[config.mk]
export PLATFORM = sky130hd
export DESIGN_NAME = spi_command_controller
export DESIGN_NICKNAME = d
export VERILOG_FILES = /design/src/verilog/systolic_pkg.sv /design/src/verilog/spi_command_controller.sv
export SDC_FILE = /design/constraint.sdc
export NUM_CORES = 1
export LEC_CHECK = 0
export ABC_AREA = 1
export BUFFER_PORTS_ARGS = -buffer_cell sky130_fd_sc_hd__buf_2
export CORE_AREA = 4 4 361 363
export DETAILED_ROUTE_END_ITERATION = 16
export DIE_AREA = 0 0 365 367
export HOLD_SLACK_MARGIN = 0.08
export SYNTH_ARGS = -nofsm -noshare
export SYNTH_HDL_FRONTEND = slang
export SYNTH_SLANG_ARGS = --single-unit
[constraint.sdc]
create_clock -name clk -period 3.8 [get_ports clk]
set_clock_uncertainty 0.15 [all_clocks]
set_input_delay 0 -clock clk [delete_from_list [all_inputs] [get_ports clk]]
set_output_delay 0 -clock clk [all_outputs]
set_load 0.02 [all_outputs]
[src/verilog/systolic_pkg.sv]
// ====================
// Shared definitions for the SPI matrix-multiply accelerator
// ====================

`default_nettype none

package systolic_pkg;

    // Element and result widths
    localparam int a_w   = 16;
    localparam int b_w   = 8;
    localparam int acc_w = 32;

    // Command bytes
    localparam logic [7:0] cmd_load_a   = 8'h10;
    localparam logic [7:0] cmd_load_b   = 8'h20;
    localparam logic [7:0] cmd_start    = 8'h30;
    localparam logic [7:0] cmd_read_res = 8'h40;
    localparam logic [7:0] cmd_status   = 8'h50;

    // Status byte bit positions
    localparam int stat_busy = 0;
    localparam int stat_done = 3;

    // One result, as a sum or as bytes (byte 0 is the LSB)
    typedef union packed {
        logic [acc_w-1:0]  word;
        logic [3:0][7:0]   bytes;
    } result_word_u;

endpackage

`default_nettype wire

[src/verilog/spi_command_controller.sv]
// ====================
// Command decoder for the accelerator
// Holds A and B, launches the array, streams results back
// ====================

`timescale 1ns/1ns
`default_nettype none

module spi_command_controller #(
    parameter int n = 4
) (
    input  logic                                 clk,
    input  logic                                 rst_n,
    input  logic [7:0]                           rx_data,
    input  logic                                 rx_valid,
    input  logic                                 cs_active,
    output logic [7:0]                           tx_data,
    output logic                                 tx_ready,
    input  logic                                 tx_done,
    output logic [n*n*systolic_pkg::a_w-1:0]     a_flat,
    output logic [n*n*systolic_pkg::b_w-1:0]     b_flat,
    output logic                                 start,
    input  logic                                 done,
    input  logic [n*n*systolic_pkg::acc_w-1:0]   c_flat,
    output logic                                 irq
);

    import systolic_pkg::*;

    localparam int nn    = n * n;
    localparam int idx_w = $clog2(nn);

    localparam logic [2:0] st_idle   = 3'd0;
    localparam logic [2:0] st_load_a = 3'd1;
    localparam logic [2:0] st_load_b = 3'd2;
    localparam logic [2:0] st_read   = 3'd3;
    localparam logic [2:0] st_status = 3'd4;

    logic [2:0]       state;
    logic [idx_w-1:0] elem_idx;
    logic [1:0]       byte_idx;
    logic [7:0]       lo_byte;
    logic             busy;
    logic             res_valid;
    logic             last_elem;
    logic [7:0]       status_byte;
    result_word_u     cur_res;

    assign last_elem   = (elem_idx == idx_w'(nn - 1));
    assign cur_res.word = c_flat[elem_idx*acc_w +: acc_w];

    always_comb begin
        status_byte            = 8'h00;
        status_byte[stat_busy] = busy;
        status_byte[stat_done] = res_valid;
    end

    // ====================
    // Command FSM
    // ====================
    always_ff @(posedge clk or negedge rst_n) begin
        if (!rst_n) begin
            state     <= st_idle;
            elem_idx  <= '0;
            byte_idx  <= 2'd0;
            lo_byte   <= 8'h00;
            tx_data   <= 8'h00;
            tx_ready  <= 1'b0;
            a_flat    <= '0;
            b_flat    <= '0;
            start     <= 1'b0;
            busy      <= 1'b0;
            res_valid <= 1'b0;
            irq       <= 1'b0;
        end else begin
            start <= 1'b0;
            if (done) begin
                busy      <= 1'b0;
                res_valid <= 1'b1;
                irq       <= 1'b1;
            end

            // Chip select gone mid-command
            if (!cs_active && state != st_idle) begin
                state    <= st_idle;
                tx_ready <= 1'b0;
            end else begin
                case (state)
                    st_idle: begin
                        if (rx_valid) begin
                            elem_idx <= '0;
                            byte_idx <= 2'd0;
                            case (rx_data)
                                cmd_load_a:   state <= st_load_a;
                                cmd_load_b:   state <= st_load_b;
                                cmd_read_res: state <= st_read;
                                cmd_status:   state <= st_status;
                                cmd_start: begin
                                    if (!busy) begin
                                        start     <= 1'b1;
                                        busy      <= 1'b1;
                                        irq       <= 1'b0;
                                        res_valid <= 1'b0;
                                    end
                                end
                                default:      state <= st_idle;
                            endcase
                        end
                    end

                    st_load_a: begin
                        // Element written only once both bytes are in
                        if (rx_valid) begin
                            if (!byte_idx[0]) begin
                                lo_byte  <= rx_data;
                                byte_idx <= 2'd1;
                            end else begin
                                a_flat[elem_idx*a_w +: a_w] <= {rx_data, lo_byte};
                                byte_idx <= 2'd0;
                                elem_idx <= elem_idx + 1'b1;
                                if (last_elem) begin
                                    state <= st_idle;
                                end
                            end
                        end
                    end

                    st_load_b: begin
                        if (rx_valid) begin
                            b_flat[elem_idx*b_w +: b_w] <= rx_data;
                            elem_idx <= elem_idx + 1'b1;
                            if (last_elem) begin
                                state <= st_idle;
                            end
                        end
                    end

                    st_read: begin
                        if (tx_done) begin
                            tx_ready  <= 1'b0;
                            irq       <= 1'b0;
                            res_valid <= 1'b0;
                            byte_idx  <= byte_idx + 2'd1;
                            if (byte_idx == 2'd3) begin
                                elem_idx <= elem_idx + 1'b1;
                                if (last_elem) begin
                                    state <= st_idle;
                                end
                            end
                        end else if (!tx_ready) begin
                            tx_data  <= cur_res.bytes[byte_idx];
                            tx_ready <= 1'b1;
                        end
                    end

                    st_status: begin
                        if (tx_done) begin
                            tx_ready <= 1'b0;
                            state    <= st_idle;
                        end else if (!tx_ready) begin
                            tx_data  <= status_byte;
                            tx_ready <= 1'b1;
                        end
                    end

                    default: state <= st_idle;
                endcase
            end
        end
    end

endmodule

`default_nettype wire

==> results of run 1 <==
-- final cells by class --
| class | instances | area [µm²] |
|---|---|---|
| diodes | 8 | 20.0 |
| multi-input cells | 2228 | 9980 |
| inverters | 153 | 584 |
| clock buffers | 63 | 1390 |
| well taps | 1662 | 2080 |
| fillers | 14200 | 94800 |
| repair buffers | 1201 | 7450 |
| clock inverters | 31 | 378 |
| flip-flops and latches | 414 | 10400 |
-- power groups by stage --
stage	Combinational, µW	Clock [µW]	Sequential, µW
2_1_floorplan	363	0	4760
3_3_place_gp	1260	0	4730
3_5_place_dp	1260	0	4730
4_1_cts	1410	5390	4650
5_1_grt	1550	5560	4660
6_report	1430	5240	4640
-- worst max-delay path, delay by kind of cell (launching register included) --
kind	cells	cell delay, ps
flops	1	540
simple gates	8	900
buf+inv	4	1570
compound gates	2	330
-- routing by layer --
metal	vias up	global-route usage
met2	1204	0.290
met3	207	0.0638
met5	-	0
li1	11900	-
met4	24	0.0572
met1	12500	0.275
-- Yosys cell counts, types with 2 or more instances --
| library cell | instances |
|---|---|
| dfrtp_1 | 414 |
| nand2_1 | 836 |
| buf_2 | 52 |
| inv_1 | 139 |
| buf_4 | 5 |
| nand4_1 | 13 |
| or2_2 | 3 |
| nor2_4 | 4 |
| a21oi_1 | 40 |
| nor4_1 | 2 |
| o21ai_1 | 66 |
| o31ai_1 | 20 |
| nor3_1 | 54 |
| nor2_2 | 6 |
| nor4_2 | 3 |
| inv_2 | 11 |
| nand3_1 | 197 |
| buf_1 | 28 |
| o21ai_2 | 5 |
| nor2_1 | 427 |
| o211ai_1 | 55 |
| o21ai_0 | 481 |
| clkbuf_1 | 120 |
| ha_1 | 7 |
| clkinv_1 | 3 |
-- kinds of logic after synthesis --
logic type,share of synthesized area
AO/OA/AOI/OAI,0.164
XOR/XNOR,0.00127
adder cells (fa/ha/maj),0.00402
buffers and inverters,0.0661
flip-flops,0.476
AND/OR/NAND/NOR,0.289
-- what timing repair did --
action                                 CTS  global route
resized for setup                        0            11
hold buffers                           206             0
endpoints found under the hold margin  576             0
setup endpoints to repair                0             8
-- stage by stage --
step                      hold slack, ps  std cells  utilization
final                                101       5760        0.254
after global routing                 152       5758        0.254
after CTS                           82.5       5750        0.253
after detailed placement           -47.5       5450        0.223
after global placement             -57.8       5450        0.223
after floorplan                     -446       3001            -
-- path summary, 6_finish.rpt --
kind,start,end,slack (ps),cells past startpoint
setup / recovery,elem_idx[0]$_DFFE_PN0P_,tx_data[5]$_DFFE_PN0P_,160,14
hold / removal,c_flat[247],tx_data[7]$_DFFE_PN0P_,100,9
setup reg to reg,elem_idx[0]$_DFFE_PN0P_,tx_data[5]$_DFFE_PN0P_,160,14
hold reg to reg,b_flat[4]$_DFFE_PN0P_,b_flat[4]$_DFFE_PN0P_,320,2
max in group asynchronous,rst_n,b_flat[98]$_DFFE_PN0P_,2450,4
min in group asynchronous,rst_n,a_flat[236]$_DFFE_PN0P_,510,4
-- state kept, by name, indices dropped and copies added (netlist names) --
register	count
a_flat	256
start	1
state	3
irq	1
b_flat	128
lo_byte	8
elem_idx	4
busy	1
res_valid	1
tx_data	8
byte_idx	2
tx_ready	1
==> results.cfg, run 1 <==
[sta]
post-route-period-util = 0.958
final_hold_viol_count = 0
finalMaxSlewViolations = 0
fin_crit_ps = 3640
final.setup.worst_slack_ps = 158
timing.fmax_mhz = 275
rsz0062_at_grt = false
tightest_slew_ps = 1200
slew_headroom = 0.196
totalNegativeSetupSlack_ps = 0
finalSetupViolations = 0

[synth]
synth_area_um2 = 21800
synth_area_leaders = dfrtp_1 48%, nand2_1 14%, o21ai_0 11%
synth.yosys.seq_area_share = 0.476
synth_seq_cells = 414
syn_avg_cell_area_um2 = 7.25
ys_types = 35
async_flop_share = 1.00
syn-num-nets = 3534
synth_top_cell_by_area = dfrtp_1
synth.top_cell.area_share = 0.476
synth_cells = 3001
synth_warnings = 0
synth-edff-count = 0
synth_top_flop_cell = dfrtp_1

[routing]
detail-route-antenna-nets = 0
routed_wl_um = 139000
drtIter0Drc = 2588
wire_per_inst_um = 24.2
num_vias = 25800
vias_per_cell = 4.49
wirelength_met1_um = 62200
top_layer = met5
drtPass1Iterations = 6
drc_errors = 0
dr_wl_met2_um = 59100
route.met3.wl_um = 13800

[clock_network]
cts_buffer_depth = 3
clkTransAtPathRegs_ps = 60
cts_setup_buffers = 0
root_buffer = clkbuf_16
numCtsBuffers = 51
cts_tree = yes
htree_levels = 2
worstSkewPairLatency_ps = 640
clock_sinks = 414

[die]
start_util = 0.171
die_area_um2 = 134000
core_area_um2 = 127000
ioPinCount = 921
die_w_um = 365
rows = 131
die-height_um = 367

[pwr]
p_per_area_nw_per_um2 = 351
pwr-share-comb = 0.126
p_leak_uw = 0.0160
p_int_uw = 8040
power.share.clock = 0.463
power_uw = 11300
p_sw_uw = 3260
power_frac_seq = 0.411
peakVddDrop_v = 0.000295
p_sw_frac = 0.288

[cells_and_area]
post-route-cell-area_um2 = 32300
syn_to_final_growth_pct = 48.2
fin_nets = 4582
mostFrequentLayoutCell = buf_2
drive_gt1_frac = 0.277
mostFrequentLayoutCells = 919 x buf_2, 836 x nand2_1, 479 x o21ai_0

[critical_path]
required_ps = 4230
worstPathMaxFanout = 61
cpPeakStageDelay_ps = 570
cp.arrival_ps = 4070
endpoint_kind = flip-flop
path_class = flip-flop to flip-flop
cpMaxStageDelayCell = dlygate4sd3_1
crit_top_cell = nand2_1
crit_path_cell_trace = inv_8 -> buf_16 -> nor2_1 -> nor2_1 -> o21ai_0 -> a21oi_1 -> dlygate4sd3_1 -> nor2_1 -> dlygate4sd3_1 -> nand2_1 -> nand3_1 -> nand2_1 -> nand2_1 -> nand2_1
cp-start-kind = flip-flop

[run]
cap_violations = 0

[grt]
grt_pass1_vias = 24800
grt_pass1_wl_um = 190000
grt_overflow_total = 0
antenna_found_initial = 35
grt_usage = 0.197
grt_max_degree = 123

[outcome]
status = complete, no violations

[min_path]
hold_path.class = primary input to flip-flop

[placed_design]
post_dp_cell_area_um2 = 28300
place_worst_setup_slack_ps = 670
hpwl_um = 109000
numPortBuffers = 920
gp_congestion = 0.957
Note: power is estimated with default switching activity, not from simulation.
==> inputs of run 2 (changes only) <==
- clock period: 3.8 -> 2.95 ns (I/O delays scaled with it)
==> run 2 against run 1 <==
Cell area is 3.6% higher. Non-clock buffer count increased by 101. Wire length grew 1.7%. Global-route usage is essentially flat. Total power rose by 26%. Count of clock-buffer cells in the layout unchanged. Combinational power rose by 38%. Largest cell class unchanged. Die area is the same. Worst hold slack gained 11 ps. First-iteration DRC count is 25% higher. Highest routed layer unchanged. Utilization rose by 0.90 points.
==> results.cfg, run 2 (synthesis results as in run 1) <==
[pwr]
power_frac_seq = 0.421
p_int_uw = 10100
p_per_area_nw_per_um2 = 425
p_leak_uw = 0.0166
pwr-share-comb = 0.139
p_sw_frac = 0.287
p_sw_uw = 4070
peakVddDrop_v = 0.000376
power.share.clock = 0.440

[routing]
drc_errors = 0
num_vias = 26600
detail-route-antenna-nets = 0
drtIter0Drc = 3235
routed_wl_um = 142000
drtPass1Iterations = 6
vias_per_cell = 4.54
wire_per_inst_um = 24.2

[min_path]
hold_path.class = primary input to flip-flop

[placed_design]
post_dp_cell_area_um2 = 29000
numPortBuffers = 920
gp_congestion = 0.947
hpwl_um = 110000
place_worst_setup_slack_ps = 60.8

[critical_path]
cp-start-kind = flip-flop
path_class = flip-flop to flip-flop
cp.arrival_ps = 3330
endpoint_kind = flip-flop
worstPathMaxFanout = 64
required_ps = 3380

[die]
die_area_um2 = 134000
start_util = 0.171
rows = 131
die_w_um = 365
ioPinCount = 921
die-height_um = 367
core_area_um2 = 127000

[sta]
post-route-period-util = 0.985
slew_headroom = 0.463
whs_ps = 112
final.setup.worst_slack_ps = 45.0
finalSetupViolations = 0
finalMaxSlewViolations = 0
final_hold_viol_count = 0
tightest_slew_ps = 796
fin_crit_ps = 2910
timing.fmax_mhz = 344
rsz0062_at_grt = true

[cells_and_area]
reg_top3 = a_flat x256, b_flat x128
mostFrequentLayoutCells = 919 x buf_2, 834 x nand2_1, 481 x o21ai_0
drive_gt1_frac = 0.285
regMostFlops = a_flat
postLayoutCoreUtil = 0.263
fillCellCount = 14100
largest_reg_flops = 256
fin_nets = 4681
post-route-cell-area_um2 = 33400
mostFrequentLayoutCell = buf_2
regArea_um2 = 10400
syn_to_final_growth_pct = 53.5
multi_input_area_um2 = 9990

[clock_network]
htree_levels = 2
root_buffer = clkbuf_16
cts_buffer_depth = 3
numCtsBuffers = 49
cts_tree = yes
clkTransAtPathRegs_ps = 60
worstSkewPairLatency_ps = 640
clock_sinks = 414

[grt]
grt_max_degree = 128
antenna_found_initial = 25
grt_overflow_total = 0
grt_pass1_vias = 25600
grt_pass1_wl_um = 191000
grt_usage = 0.198

[outcome]
status = complete, no violations

[run]
cap_violations = 0
-- run 2: changes by cell type in the layout (fill, tap and decap cells not counted), sizes merged --
cell,change
inv,-9
dlygate4sd3,+34
diode,+5
clkinvlp,+4
clkbuf,+6
bufinv,-2
buf,+61
-- run 2: final timing paths --
| kind | depth (start not counted) | end | slack (ps) | from |
|---|---|---|---|---|
| hold / removal | 9 | tx_data[7]$_DFFE_PN0P_ | 110 | c_flat[439] |
| setup / recovery | 10 | tx_data[7]$_DFFE_PN0P_ | 40 | elem_idx[1]$_DFFE_PN0P_ |
| min in group asynchronous | 4 | a_flat[187]$_DFFE_PN0P_ | 490 | rst_n |
| hold reg to reg | 2 | a_flat[9]$_DFFE_PN0P_ | 320 | a_flat[9]$_DFFE_PN0P_ |
| setup reg to reg | 10 | tx_data[7]$_DFFE_PN0P_ | 40 | elem_idx[1]$_DFFE_PN0P_ |
| max in group asynchronous | 4 | a_flat[154]$_DFFE_PN0P_ | 1570 | rst_n |
-- run 2: power by group through the flow --
stage | combinational, µW | clock, µW | sequential [µW]
after CTS | 1930 | 6440 | 5970
after floorplan | 468 | 0 | 6130
after global routing | 2120 | 6650 | 5980
after global placement | 1650 | 0 | 6080
final | 1970 | 6250 | 5970
after detailed placement | 1650 | 0 | 6080
-- run 2: layout make-up --
| cell class | count | area share |
|---|---|---|
| antenna | 13 | 0.000974 |
| clock buffer | 63 | 0.0404 |
| clock inverter | 24 | 0.00880 |
| inverter | 153 | 0.0177 |
| multi-input combinational | 2228 | 0.299 |
| sequential | 414 | 0.310 |
| tap | 1662 | 0.0623 |
| timing repair buffer | 1302 | 0.260 |
-- run 2: worst max-delay path: stages, from the launching register on --
cell,delay (ps)
dfrtp_4,530
buf_16,300
buf_4,400
o21ai_0,180
o211ai_1,460
nand3_1,290
nand2_1,120
nand3_1,100
nand2_1,110
nand2_1,50
nand2_1,60
-- run 2: per-layer routing --
| layer | vias to the layer above | track usage | wire length [µm] |
|---|---|---|---|
| li1 | 12100 | - | - |
| met1 | 12800 | 0.278 | 62400 |
| met2 | 1414 | 0.293 | 60000 |
| met3 | 223 | 0.0593 | 15200 |
| met4 | 24 | 0.0524 | 4000 |
| met5 | - | 0 | 143 |
-- run 2: what timing repair did --
action | 4_1_cts | 5_1_grt
endpoints found under the hold margin | 599 | 0
buffers inserted | 0 | 1
endpoints found under the setup margin | 0 | 13
gates resized for setup | 0 | 23
hold buffers | 240 | 0
-- run 2: metrics by stage --
step | power, µW | cells | TNS, ps
floorplan | 6590 | 3001 | 0
global placement | 7720 | 5510 | 0
detailed placement | 7730 | 5510 | 0
CTS | 14300 | 5837 | 0
global route | 14800 | 5851 | -55.2
finish | 14200 | 5859 | 0
