File: config.mk
export PLATFORM = sky130hd
export DESIGN_NAME = spi_target
export DESIGN_NICKNAME = d
export VERILOG_FILES = /design/src/verilog/spi_target.sv
export SDC_FILE = /design/constraint.sdc
export NUM_CORES = 1
export LEC_CHECK = 0
export BUFFER_PORTS_ARGS = -buffer_cell sky130_fd_sc_hd__buf_2
export CORE_MARGIN = 2
export CORE_UTILIZATION = 57
export CTS_BUF_LIST = sky130_fd_sc_hd__clkbuf_8
export DETAILED_ROUTE_END_ITERATION = 16
export GPL_ROUTABILITY_DRIVEN = 0
export PLACE_DENSITY = 0.8
export RECOVER_POWER = 25
export SLEW_MARGIN = 0
export SYNTH_ARGS = -nofsm -noshare
export SYNTH_HDL_FRONTEND = slang
export SYNTH_SLANG_ARGS = --single-unit
File: constraint.sdc
create_clock -name clk -period 1.7 [get_ports clk]
set_input_delay 0.34 -clock clk [delete_from_list [all_inputs] [get_ports clk]]
set_output_delay 0.34 -clock clk [all_outputs]
set_load 0.02 [all_outputs]
File: src/verilog/spi_target.sv
// ====================
// Mode-0 SPI target on the system clock
// ====================

`timescale 1ns/1ns
`default_nettype none

module spi_target (
    input  logic       clk,
    input  logic       rst_n,
    input  logic       sclk,
    input  logic       cs_n,
    input  logic       mosi,
    output logic       miso,
    output logic [7:0] rx_data,
    output logic       rx_valid,
    input  logic [7:0] tx_data,
    input  logic       tx_ready,
    output logic       tx_done,
    output logic       cs_active
);

    logic [1:0] sclk_s;
    logic [1:0] cs_n_s;
    logic [1:0] mosi_s;
    logic       sclk_d;
    logic       cs_d;
    logic [2:0] bit_cnt;
    logic [7:0] rx_shift;
    logic [7:0] tx_shift;
    logic       tx_loaded;
    logic       sclk_rise;
    logic       sclk_fall;
    logic       slot_start;

    always_ff @(posedge clk or negedge rst_n) begin
        if (!rst_n) begin
            sclk_s <= 2'b00;
            cs_n_s <= 2'b11;
            mosi_s <= 2'b00;
            sclk_d <= 1'b0;
            cs_d   <= 1'b0;
        end else begin
            sclk_s <= {sclk_s[0], sclk};
            cs_n_s <= {cs_n_s[0], cs_n};
            mosi_s <= {mosi_s[0], mosi};
            sclk_d <= sclk_s[1];
            cs_d   <= cs_active;
        end
    end

    assign cs_active = ~cs_n_s[1];
    assign sclk_rise = sclk_s[1] & ~sclk_d;
    assign sclk_fall = ~sclk_s[1] & sclk_d;

    // A slot opens on select, or on the falling edge after a full byte
    assign slot_start = (cs_active & ~cs_d) | (cs_active & sclk_fall & (bit_cnt == 3'd0));

    assign miso = tx_shift[7];

    always_ff @(posedge clk or negedge rst_n) begin
        if (!rst_n) begin
            bit_cnt   <= 3'd0;
            rx_shift  <= 8'h00;
            rx_data   <= 8'h00;
            rx_valid  <= 1'b0;
            tx_shift  <= 8'h00;
            tx_loaded <= 1'b0;
            tx_done   <= 1'b0;
        end else begin
            rx_valid <= 1'b0;
            tx_done  <= 1'b0;
            if (!cs_active) begin
                bit_cnt   <= 3'd0;
                tx_loaded <= 1'b0;
                tx_shift  <= 8'h00;
            end else begin
                if (sclk_rise) begin
                    rx_shift <= {rx_shift[6:0], mosi_s[1]};
                    bit_cnt  <= bit_cnt + 3'd1;
                    if (bit_cnt == 3'd7) begin
                        rx_data   <= {rx_shift[6:0], mosi_s[1]};
                        rx_valid  <= 1'b1;
                        tx_done   <= tx_loaded;
                        tx_loaded <= 1'b0;
                    end
                end
                // Filler byte when the controller has nothing ready
                if (slot_start) begin
                    tx_shift  <= tx_ready ? tx_data : 8'h00;
                    tx_loaded <= tx_ready;
                end else if (sclk_fall && bit_cnt != 3'd0) begin
                    tx_shift <= {tx_shift[6:0], 1'b0};
                end
            end
        end
    end

endmodule

`default_nettype wire

==> results of run 1 <==
==> area by class of cell <==
class	count	area, um^2	area share, %
clock buffer	5	68.8	4.01
clock inverter	3	21.3	1.24
inverter	3	11.3	0.657
multi-input combinational	53	502	29.3
sequential	37	928	54.2
tap	30	37.5	2.19
timing repair buffer	28	145	8.47
==> sequential cells by signal (all words and copies together) (netlist names) <==
| signal | flops |
|---|---|
| tx_done | 1 |
| tx_shift | 8 |
| cs_n_s | 2 |
| rx_valid | 1 |
| bit_cnt | 3 |
| sclk_s | 2 |
| mosi_s | 2 |
| tx_loaded | 1 |
| sclk_d | 1 |
| cs_d | 1 |
| rx_shift | 7 |
| rx_data | 8 |
==> cells by family (layout without fill, tap and decap cells) <==
group                    Yosys count  after routing  synth area share (%)
AO/OA/AOI/OAI                     10             10                  6.59
XOR/XNOR                           1              1                 0.592
adder cells (fa/ha/maj)            3              3                  2.54
buffers and inverters              8             39                  3.38
flip-flops                        37             37                  62.7
multiplexers                      17             17                  12.8
AND/OR/NAND/NOR                   22             22                  11.4
==> placed cells by master, fill, tap and decap left out, types with 2 or more instances in the layout <==
cell       instances
dfrtp_1           35
buf_2             25
mux2_2            13
nor3b_1            7
a221o_1            7
clkbuf_8           5
nand2b_1           3
nor2_1             3
ha_1               3
inv_1              2
mux2_1             2
nand4bb_1          2
nor2b_1            2
mux2i_1            2
dfstp_2            2
buf_4              2
==> where the power goes <==
group / switching (uW) / internal (uW) / total [uW] / leakage (uW)
Combinational: 75.3 / 91.6 / 167 / 0.000345
Sequential: 61.2 / 972 / 1030 / 0.000480
Clock: 315 / 290 / 606 / 0.0000445
Total: 452 / 1350 / 1810 / 0.000870
==> metrics by stage <==
stage	util, %	total power, uW	instances
after floorplan	-	1150	98
after global placement	66.2	1210	151
after detailed placement	66.2	1230	151
after CTS	69.8	1830	159
final	69.2	1810	159
after global routing	69.2	1890	159
==> how the worst min path moves through the flow <==
| stage | to | slack, ns | cells after the start |
|---|---|---|---|
| 2_1_floorplan | bit_cnt[0]$_DFFE_PN0P_ | 0.04 | 0 |
| 3_3_place_gp | cs_d$_DFF_PN0_ | 0.31 | 2 |
| 3_5_place_dp | cs_d$_DFF_PN0_ | 0.31 | 2 |
| 4_1_cts | rx_data[7]$_DFFE_PN0P_ | 0.003 | 2 |
| 5_1_grt | cs_n_s[0]$_DFF_PN1_ | 0.13 | 1 |
| 6_report | cs_n_s[0]$_DFF_PN1_ | 0.15 | 1 |
==> layer usage <==
layer / part of all wire, % / GRT usage [%] / up-vias
li1: - / - / 413
met1: 43 / 23.5 / 447
met2: 48 / 29.6 / 31
met3: 7.3 / 7.26 / 5
met4: 1.8 / 8.54 / 0
met5: 0 / 0 / -
==> critical path: cells and delay by family (launching register included) <==
kind	cells	cell delay, ns
simple gates	2	0.40
mux	1	0.38
fa+ha+maj	2	0.30
flops	1	0.37
==> run_results.csv, run 1 <==
group,metric,value,unit
worst_setup_path,setup.worst_path.end,"rx_data[7]$_DFFE_PN0P_",
cts,ctsResizeCount,0,
global_route,overflow,0,
timing,rsz0062_at_grt,"false",
logic_synthesis,ys_ff_latch,37,
global_route,antenna_found_initial,0,
floorplanning,die_area,3020,um^2
drt,drt_pass1_iterations,4,
timing,setup_ws,0.140,ns
cts,hold_buffers,0,
power,power.density,1050,nW/um^2
worst_setup_path,required,1.88,ns
worst_setup_path,r2r_start,"bit_cnt[1]$_DFFE_PN0P_",
worst_setup_path,slowest_delay,0.38,ns
cts,cts_root_buf,"clkbuf_8",
logic_synthesis,yosysWarningCount,0,
worst_setup_path,rr_worst_depth,5,
logic_synthesis,synth_most_common_cell,"dfrtp_1",
final_layout,diodes,0,
final_layout,area_growth,15.8,%
worst_setup_path,end_kind,"flip-flop",
cts,cts-buffers-inserted,5,
timing,max_slew_margin,42.6,%
logic_synthesis,netlist_top_cells_count,"dfrtp_1 (35), mux2_2 (13), a221o_1 (7), nor3b_1 (7)",
floorplanning,coreArea,2480,um^2
global_route,grt_pass1_wl,3830,um
drt,viasPerCell,5.64,
logic_synthesis,ys_seq_area_share,62.7,%
cts,cts_tree,"done",
logic_synthesis,syn-num-nets,115,
status,outcome,"finished, final reports clean",
timing,finalSetupTns,0,ns
worst_setup_path,startpoint_type,"flip-flop",
cts,htreeDepth,2,
timing,hold_ws,0.147,ns
final_layout,fin_nets,145,
worst_setup_path,path_cells,"ha_1 > ha_1 > nand3b_1 > nor2_4 > mux2_2",
cts,path_clk_slew,0.08,ns
floorplanning,start_util,59.7,%
hold_path,min_from,"cs_n",
drt,drt_first_iter_violations,9,
timing,setup-violations-final,0,
floorplanning,ios,26,
final_layout,finish.instance_area,1710,um^2
logic_synthesis,ys.flop_type,"dfrtp_1",
timing,period_needed,1.56,ns
timing,drv_slew,0,
place,dp_hpwl,1770,um
drt,routed_wl,2390,um
worst_setup_path,worstReg2RegEnd,"rx_data[7]$_DFFE_PN0P_",
place,portBuffers,25,
floorplanning,chipHeight,55.0,um
timing,worstMarginPinSlew,0.860,ns
logic_synthesis,synth_edf_count,0,
place,post_dp_cell_area,1640,um^2
final_layout,n_fill_cell,192,
logic_synthesis,mappedNetlistArea,1480,um^2
worst_setup_path,r2r_slack,0.14,ns
cts,insertion_delay,0.29,ns
timing,fin_skew,0.00576,ns
job,cap_violations,0,
worst_setup_path,cpMostUsedCell,"ha_1",
logic_synthesis,synthArstFlopShare,100,%
worst_setup_path,arrival,1.74,ns
power,peakVddDrop,0.930,mV
drt,via_count,896,
worst_setup_path,slowest_stage,"mux2_2",
drt,drc_errors,0,
global_route,grt_max_degree,38,
drt,wire_per_inst,15.1,um
logic_synthesis,syn_area_per_cell,15.1,um^2
place,pre_cts_ws,0.137,ns
global_route,grt_usage,19.0,%
power,power.leakage,0.000870,uW
logic_synthesis,synth.distinct_cells,27,
timing,fmax,641,MHz
cts,postCtsSetupRepairBufs,0,
global_route,grt_pass1_vias,862,
drt,final_antenna_net_count,0,
logic_synthesis,ys_top_cells_by_area,"dfrtp_1 (59%), mux2_2 (9.9%), a221o_1 (4.7%)",
final_layout,drive_above_1_share,42.6,%
cts,cts.sinks,37,
hold_path,hp-class,"input port to flip-flop",
logic_synthesis,synthCells,98,
worst_setup_path,path_max_fanout,10,
logic_synthesis,yosysTopAreaCell,"dfrtp_1",
cts,cts_buffer_depth,2,
timing,timing.final.crit_share,91.8,%
timing,hold_viol,0,
logic_synthesis,yosysTopAreaCellShare,59.2,%
floorplanning,num_rows,18,
worst_setup_path,startpoint,"bit_cnt[1]$_DFFE_PN0P_",
worst_setup_path,crit_type,"flip-flop to flip-flop",
floorplanning,die_x,55.0,um
No activity file was read; power rests on OpenSTA's default activity.
==> run 2: changes to the inputs <==
--- a/config.mk
+++ b/config.mk
@@ -6,12 +6,13 @@
 export NUM_CORES = 1
 export LEC_CHECK = 0
 export BUFFER_PORTS_ARGS = -buffer_cell sky130_fd_sc_hd__buf_2
+export CAP_MARGIN = 20
 export CORE_MARGIN = 2
 export CORE_UTILIZATION = 57
 export CTS_BUF_LIST = sky130_fd_sc_hd__clkbuf_8
 export DETAILED_ROUTE_END_ITERATION = 16
 export GPL_ROUTABILITY_DRIVEN = 0
-export PLACE_DENSITY = 0.8
+export PLACE_DENSITY = 0.81
 export RECOVER_POWER = 25
 export SLEW_MARGIN = 0
 export SYNTH_ARGS = -nofsm -noshare
==> run 2 against run 1 <==
Count of clock-buffer cells in the layout is 1 higher. Register-to-register slack is essentially flat. Wire length shrank 2.2%. Largest power group unchanged. Critical endpoint is now rx_data[3]$_DFFE_PN0P_. Sequential power about the same.
==> run_results.csv, run 2 (synthesized netlist as in run 1, its figures left out) <==
group,metric,value,unit
timing,hold_viol,0,
drt,drc_errors,0,
global_route,antenna_found_initial,0,
cts,cts.sinks,37,
cts,insertion_delay,0.28,ns
hold_path,hp-class,"input port to flip-flop",
floorplanning,chipHeight,55.0,um
job,cap_violations,0,
cts,cts-buffers-inserted,5,
floorplanning,die_area,3020,um^2
power,power.density,1040,nW/um^2
final_layout,area_growth,17.7,%
cts,cts_buffer_depth,2,
global_route,grtUsageMet1,21.5,%
drt,viasPerCell,5.55,
global_route,overflow,0,
floorplanning,start_util,59.7,%
global_route,grt_usage,18.6,%
timing,timing.final.crit_share,91.1,%
floorplanning,coreArea,2480,um^2
worst_setup_path,end_kind,"flip-flop",
timing,worstMarginPinSlew,0.963,ns
global_route,grt_pass1_vias,905,
global_route,grt-busiest-layer,"met2",
final_layout,drive_above_1_share,40.0,%
worst_setup_path,arrival,1.71,ns
drt,drt_first_iter_violations,2,
power,power.leakage,0.000880,uW
place,dp_hpwl,1770,um
worst_setup_path,slowest_stage,"mux2_2",
drt,via_count,888,
floorplanning,die_x,55.0,um
drt,drt_pass1_iterations,4,
final_layout,layout_commonest_cell,"dfrtp_1",
timing,fin_skew,0.00827,ns
timing,period_needed,1.55,ns
status,outcome,"finished, final reports clean",
global_route,met3_usage,7.26,%
power,p_total,1810,uW
timing,setup-violations-final,0,
drt,final_antenna_net_count,0,
power,peakVddDrop,0.723,mV
worst_setup_path,required,1.86,ns
floorplanning,ios,26,
timing,fmax,646,MHz
cts,cts_root_buf,"clkbuf_8",
cts,htreeDepth,2,
global_route,grt_max_degree,21,
final_layout,diodes,0,
global_route,grt_pass1_wl,3820,um
drt,wire_per_inst,14.6,um
global_route,grt.met2_usage,31.7,%
cts,cts_tree,"done",
timing,max_slew_margin,35.8,%
timing,drv_slew,0,
final_layout,fin_nets,146,
worst_setup_path,crit_type,"flip-flop to flip-flop",
worst_setup_path,path_cells,"ha_1 > ha_1 > nand3b_1 > nor2_4 > mux2_2",
final_layout,final_cell_mix,"dfrtp_1 (35), buf_2 (24), mux2_2 (13), nor3b_1 (7), a221o_1 (7)",
cts,postCtsSetupRepairBufs,0,
worst_setup_path,path_max_fanout,10,
worst_setup_path,slowest_delay,0.38,ns
worst_setup_path,cpMostUsedCell,"ha_1",
timing,rsz0062_at_grt,"false",
cts,path_clk_slew,0.06,ns
drt,routed_wl,2340,um
place,portBuffers,25,
worst_setup_path,startpoint_type,"flip-flop",
final_layout,top_regs,"rx_data: 8 flops, tx_shift: 8 flops, rx_shift: 7 flops",
floorplanning,num_rows,18,
timing,finalSetupTns,0,ns
-- run 2: critical path, delay by kind of cell (launching register included) --
family | cells | cell delay (ns)
fa+ha+maj | 2 | 0.28
mux | 1 | 0.38
flops | 1 | 0.36
simple gates | 2 | 0.41
-- run 2: worst paths after layout --
| kind | start | end | slack (ns) | cells past startpoint |
|---|---|---|---|---|
| min in group asynchronous | rst_n | cs_d$_DFF_PN0_ | 0.74 | 2 |
| max reg2reg | bit_cnt[1]$_DFFE_PN0P_ | rx_data[3]$_DFFE_PN0P_ | 0.15 | 5 |
| min reg2reg | sclk_s[0]$_DFF_PN0_ | sclk_s[1]$_DFF_PN0_ | 0.35 | 0 |
| max | bit_cnt[1]$_DFFE_PN0P_ | rx_data[3]$_DFFE_PN0P_ | 0.15 | 5 |
| max in group asynchronous | rst_n | rx_data[5]$_DFFE_PN0P_ | 0.35 | 3 |
| min | cs_n | cs_n_s[0]$_DFF_PN1_ | 0.16 | 1 |
-- run 2: area by class of cell --
| type | count | area (um^2) |
|---|---|---|
| Clock buffer | 6 | 82.6 |
| Clock inverter | 2 | 11.3 |
| Fill cell | 183 | 736 |
| Inverter | 3 | 11.3 |
| Multi-Input combinational cell | 53 | 502 |
| Sequential cell | 37 | 928 |
| Tap cell | 30 | 37.5 |
| Timing Repair Buffer | 29 | 169 |
-- run 2: per-layer routing --
| layer | up-vias | share of wire (%) |
|---|---|---|
| met5 | - | 0 |
| met2 | 32 | 50 |
| li1 | 413 | - |
| met3 | 4 | 5.6 |
| met4 | 0 | 1.1 |
| met1 | 439 | 43 |
-- run 2: where the power goes --
group | total [uW] | switching [uW] | internal (uW)
clock network | 608 | 286 | 323
registers | 1030 | 58.2 | 972
logic | 174 | 76.7 | 97.0
total | 1810 | 420 | 1390
-- run 2: what timing repair did --
item                                   4_1_cts  5_1_grt
endpoints found under the hold margin       15        0
resized for setup                            0        0
hold buffers                                 1        0
-- run 2: per-stage QoR --
step                      area (um^2)  hold WS [ns]  instances  util (%)  worst slack (ns)
after floorplan                  1480        0.0444         98         -             0.285
after global placement           1640         0.287        151      66.2             0.195
after detailed placement         1640         0.295        151      66.2             0.144
after CTS                        1740         0.152        160      70.4             0.143
after global routing             1740         0.138        160      70.3            0.0453
final                            1740         0.159        160      70.3             0.151
==> run 3: changes to the inputs <==
--- a/config.mk
+++ b/config.mk
@@ -11,9 +11,9 @@
 export CORE_UTILIZATION = 57
 export CTS_BUF_LIST = sky130_fd_sc_hd__clkbuf_8
 export DETAILED_ROUTE_END_ITERATION = 16
-export GPL_ROUTABILITY_DRIVEN = 0
 export PLACE_DENSITY = 0.81
 export RECOVER_POWER = 25
+export SETUP_SLACK_MARGIN = 0.4
 export SLEW_MARGIN = 0
 export SYNTH_ARGS = -nofsm -noshare
 export SYNTH_HDL_FRONTEND = slang
==> run 3 against run 2 <==
Maximum frequency up 0.27%. Die area is the same. Combinational power grew 11%. Largest cell class unchanged.
==> run_results.csv, run 3 (synthesized netlist as in run 1, its figures left out) <==
group,metric,value,unit
global_route,grt_max_degree,38,
timing,fin_skew,0.00491,ns
floorplanning,coreArea,2480,um^2
cts,cts.sinks,37,
timing,drv_slew,0,
hold_path,hp-class,"input port to flip-flop",
place,dpl.cell_count,151,
power,power.leakage,0.000908,uW
floorplanning,chipHeight,55.0,um
drt,drt_first_iter_violations,8,
floorplanning,num_rows,18,
final_layout,diodes,0,
drt,wire_per_inst,16.7,um
cts,cts-buffers-inserted,5,
worst_setup_path,required,1.87,ns
drt,final_antenna_net_count,0,
global_route,grt_usage,21.7,%
final_layout,area_growth,23.8,%
final_layout,top_regs,"rx_data: 8 flops, tx_shift: 8 flops, rx_shift: 7 flops",
cts,path_clk_slew,0.07,ns
drt,drc_errors,0,
global_route,antenna_found_initial,0,
worst_setup_path,rr_worst_depth,5,
power,seqPwrFrac,51.6,%
floorplanning,die_x,55.0,um
cts,cts_root_buf,"clkbuf_8",
drt,drt_pass1_iterations,4,
worst_setup_path,path_max_fanout,10,
job,cap_violations,0,
drt,viasPerCell,5.49,
place,dp_hpwl,1750,um
timing,setup-violations-final,0,
timing,worstMarginPinSlew,0.881,ns
cts,insertion_delay,0.29,ns
drt,via_count,895,
power,p_total,2010,uW
floorplanning,die_area,3020,um^2
cts,cts_buffer_depth,2,
final_layout,final_cell_mix,"dfrtp_1 (35), buf_2 (24), mux2_2 (13), nor3b_1 (7), a221o_1 (7)",
status,outcome,"finished, final reports clean",
power,clkPwrFrac,38.8,%
global_route,grt_pass1_vias,929,
timing,finalSetupTns,0,ns
power,intPower,1550,uW
global_route,overflow,0,
worst_setup_path,startpoint_type,"flip-flop",
power,peakVddDrop,1.21,mV
final_layout,layout_commonest_cell,"dfrtp_1",
worst_setup_path,arrival,1.72,ns
final_layout,final_cells,163,
timing,fmax,647,MHz
drt,routed_wl,2720,um
place,globalplace.congestion,0.737,
timing,max_slew_margin,41.2,%
worst_setup_path,crit_type,"flip-flop to flip-flop",
floorplanning,ios,26,
final_layout,fin_util,74.0,%
power,p_sw,454,uW
floorplanning,start_util,59.7,%
timing,timing.final.crit_share,90.9,%
cts,htreeDepth,2,
hold_path,holdPathStages,1,
timing,period_needed,1.54,ns
timing,hold_viol,0,
worst_setup_path,end_kind,"flip-flop",
timing,hold_ws,0.147,ns
final_layout,drive_above_1_share,46.6,%
timing,rsz0062_at_grt,"true",
power,swShare,22.6,%
power,pwr-share-comb,9.6,%
cts,cts_tree,"done",
power,power.density,1100,nW/um^2
final_layout,fin_nets,149,
place,portBuffers,25,
global_route,grt_pass1_wl,4330,um
-- run 3: cell types whose count changed in the layout (fill, tap and decap cells not counted), sizes merged --
cell / before / now
buf: 27 / 29
a21oi: 1 / 2
bufinv: 0 / 1
inv: 4 / 3
-- run 3: layer usage --
metal	wire [um]	share of wire [%]	global-route usage [%]
met1	1130	42	24.4
met2	1390	51	37.9
met3	156	5.7	6.45
met4	47	1.7	9.76
met5	0	0	0
-- run 3: power by group through the flow --
stage | combinational (uW) | sequential [uW] | clock [uW]
finish | 193 | 1040 | 780
global route | 215 | 1050 | 840
CTS | 200 | 1040 | 795
detailed placement | 176 | 1050 | 0
global placement | 166 | 1040 | 0
floorplan | 122 | 1030 | 0
-- run 3: area by class of cell --
| class | instances | area [um^2] |
|---|---|---|
| fillers | 179 | 644 |
| clock buffers | 6 | 82.6 |
| clock inverters | 2 | 37.5 |
| well taps | 30 | 37.5 |
| repair buffers | 31 | 176 |
| multi-input cells | 54 | 554 |
| flip-flops and latches | 37 | 928 |
| inverters | 3 | 16.3 |
-- run 3: metrics by stage --
step / instance area (um^2) / setup slack [ns]
floorplan: 1490 / 0.285
global route: 1830 / 0.0682
finish: 1830 / 0.155
detailed placement: 1640 / 0.142
CTS: 1850 / 0.145
global placement: 1640 / 0.209
-- run 3: final timing paths --
path                                   startpoint                       to  slack, ns
hold reg to reg               sclk_s[0]$_DFF_PN0_      sclk_s[1]$_DFF_PN0_       0.35
setup / recovery           bit_cnt[0]$_DFFE_PN0P_   rx_data[5]$_DFFE_PN0P_       0.16
hold / removal                               cs_n      cs_n_s[0]$_DFF_PN1_       0.15
max in group asynchronous                   rst_n  tx_shift[0]$_DFFE_PN0P_       0.37
setup reg to reg           bit_cnt[0]$_DFFE_PN0P_   rx_data[5]$_DFFE_PN0P_       0.16
min in group asynchronous                   rst_n  tx_shift[3]$_DFFE_PN0P_       0.78
-- run 3: worst max-delay path, cell delays in order, from the launching register on --
cell and delay, ns:
dfrtp_1 0.37, ha_1 0.16, ha_1 0.13, nand3b_1 0.13
nor2_4 0.27, mux2_2 0.37
-- run 3: repair_timing --
| action | 4_1_cts | 5_1_grt |
|---|---|---|
| resized for setup | 10 | 0 |
| cloned | 1 | 0 |
| hold buffers | 1 | 0 |
| endpoints found under the hold margin | 6 | 0 |
| setup buffers | 2 | 0 |
| setup endpoints to repair | 26 | 29 |
| pin swaps | 2 | 0 |
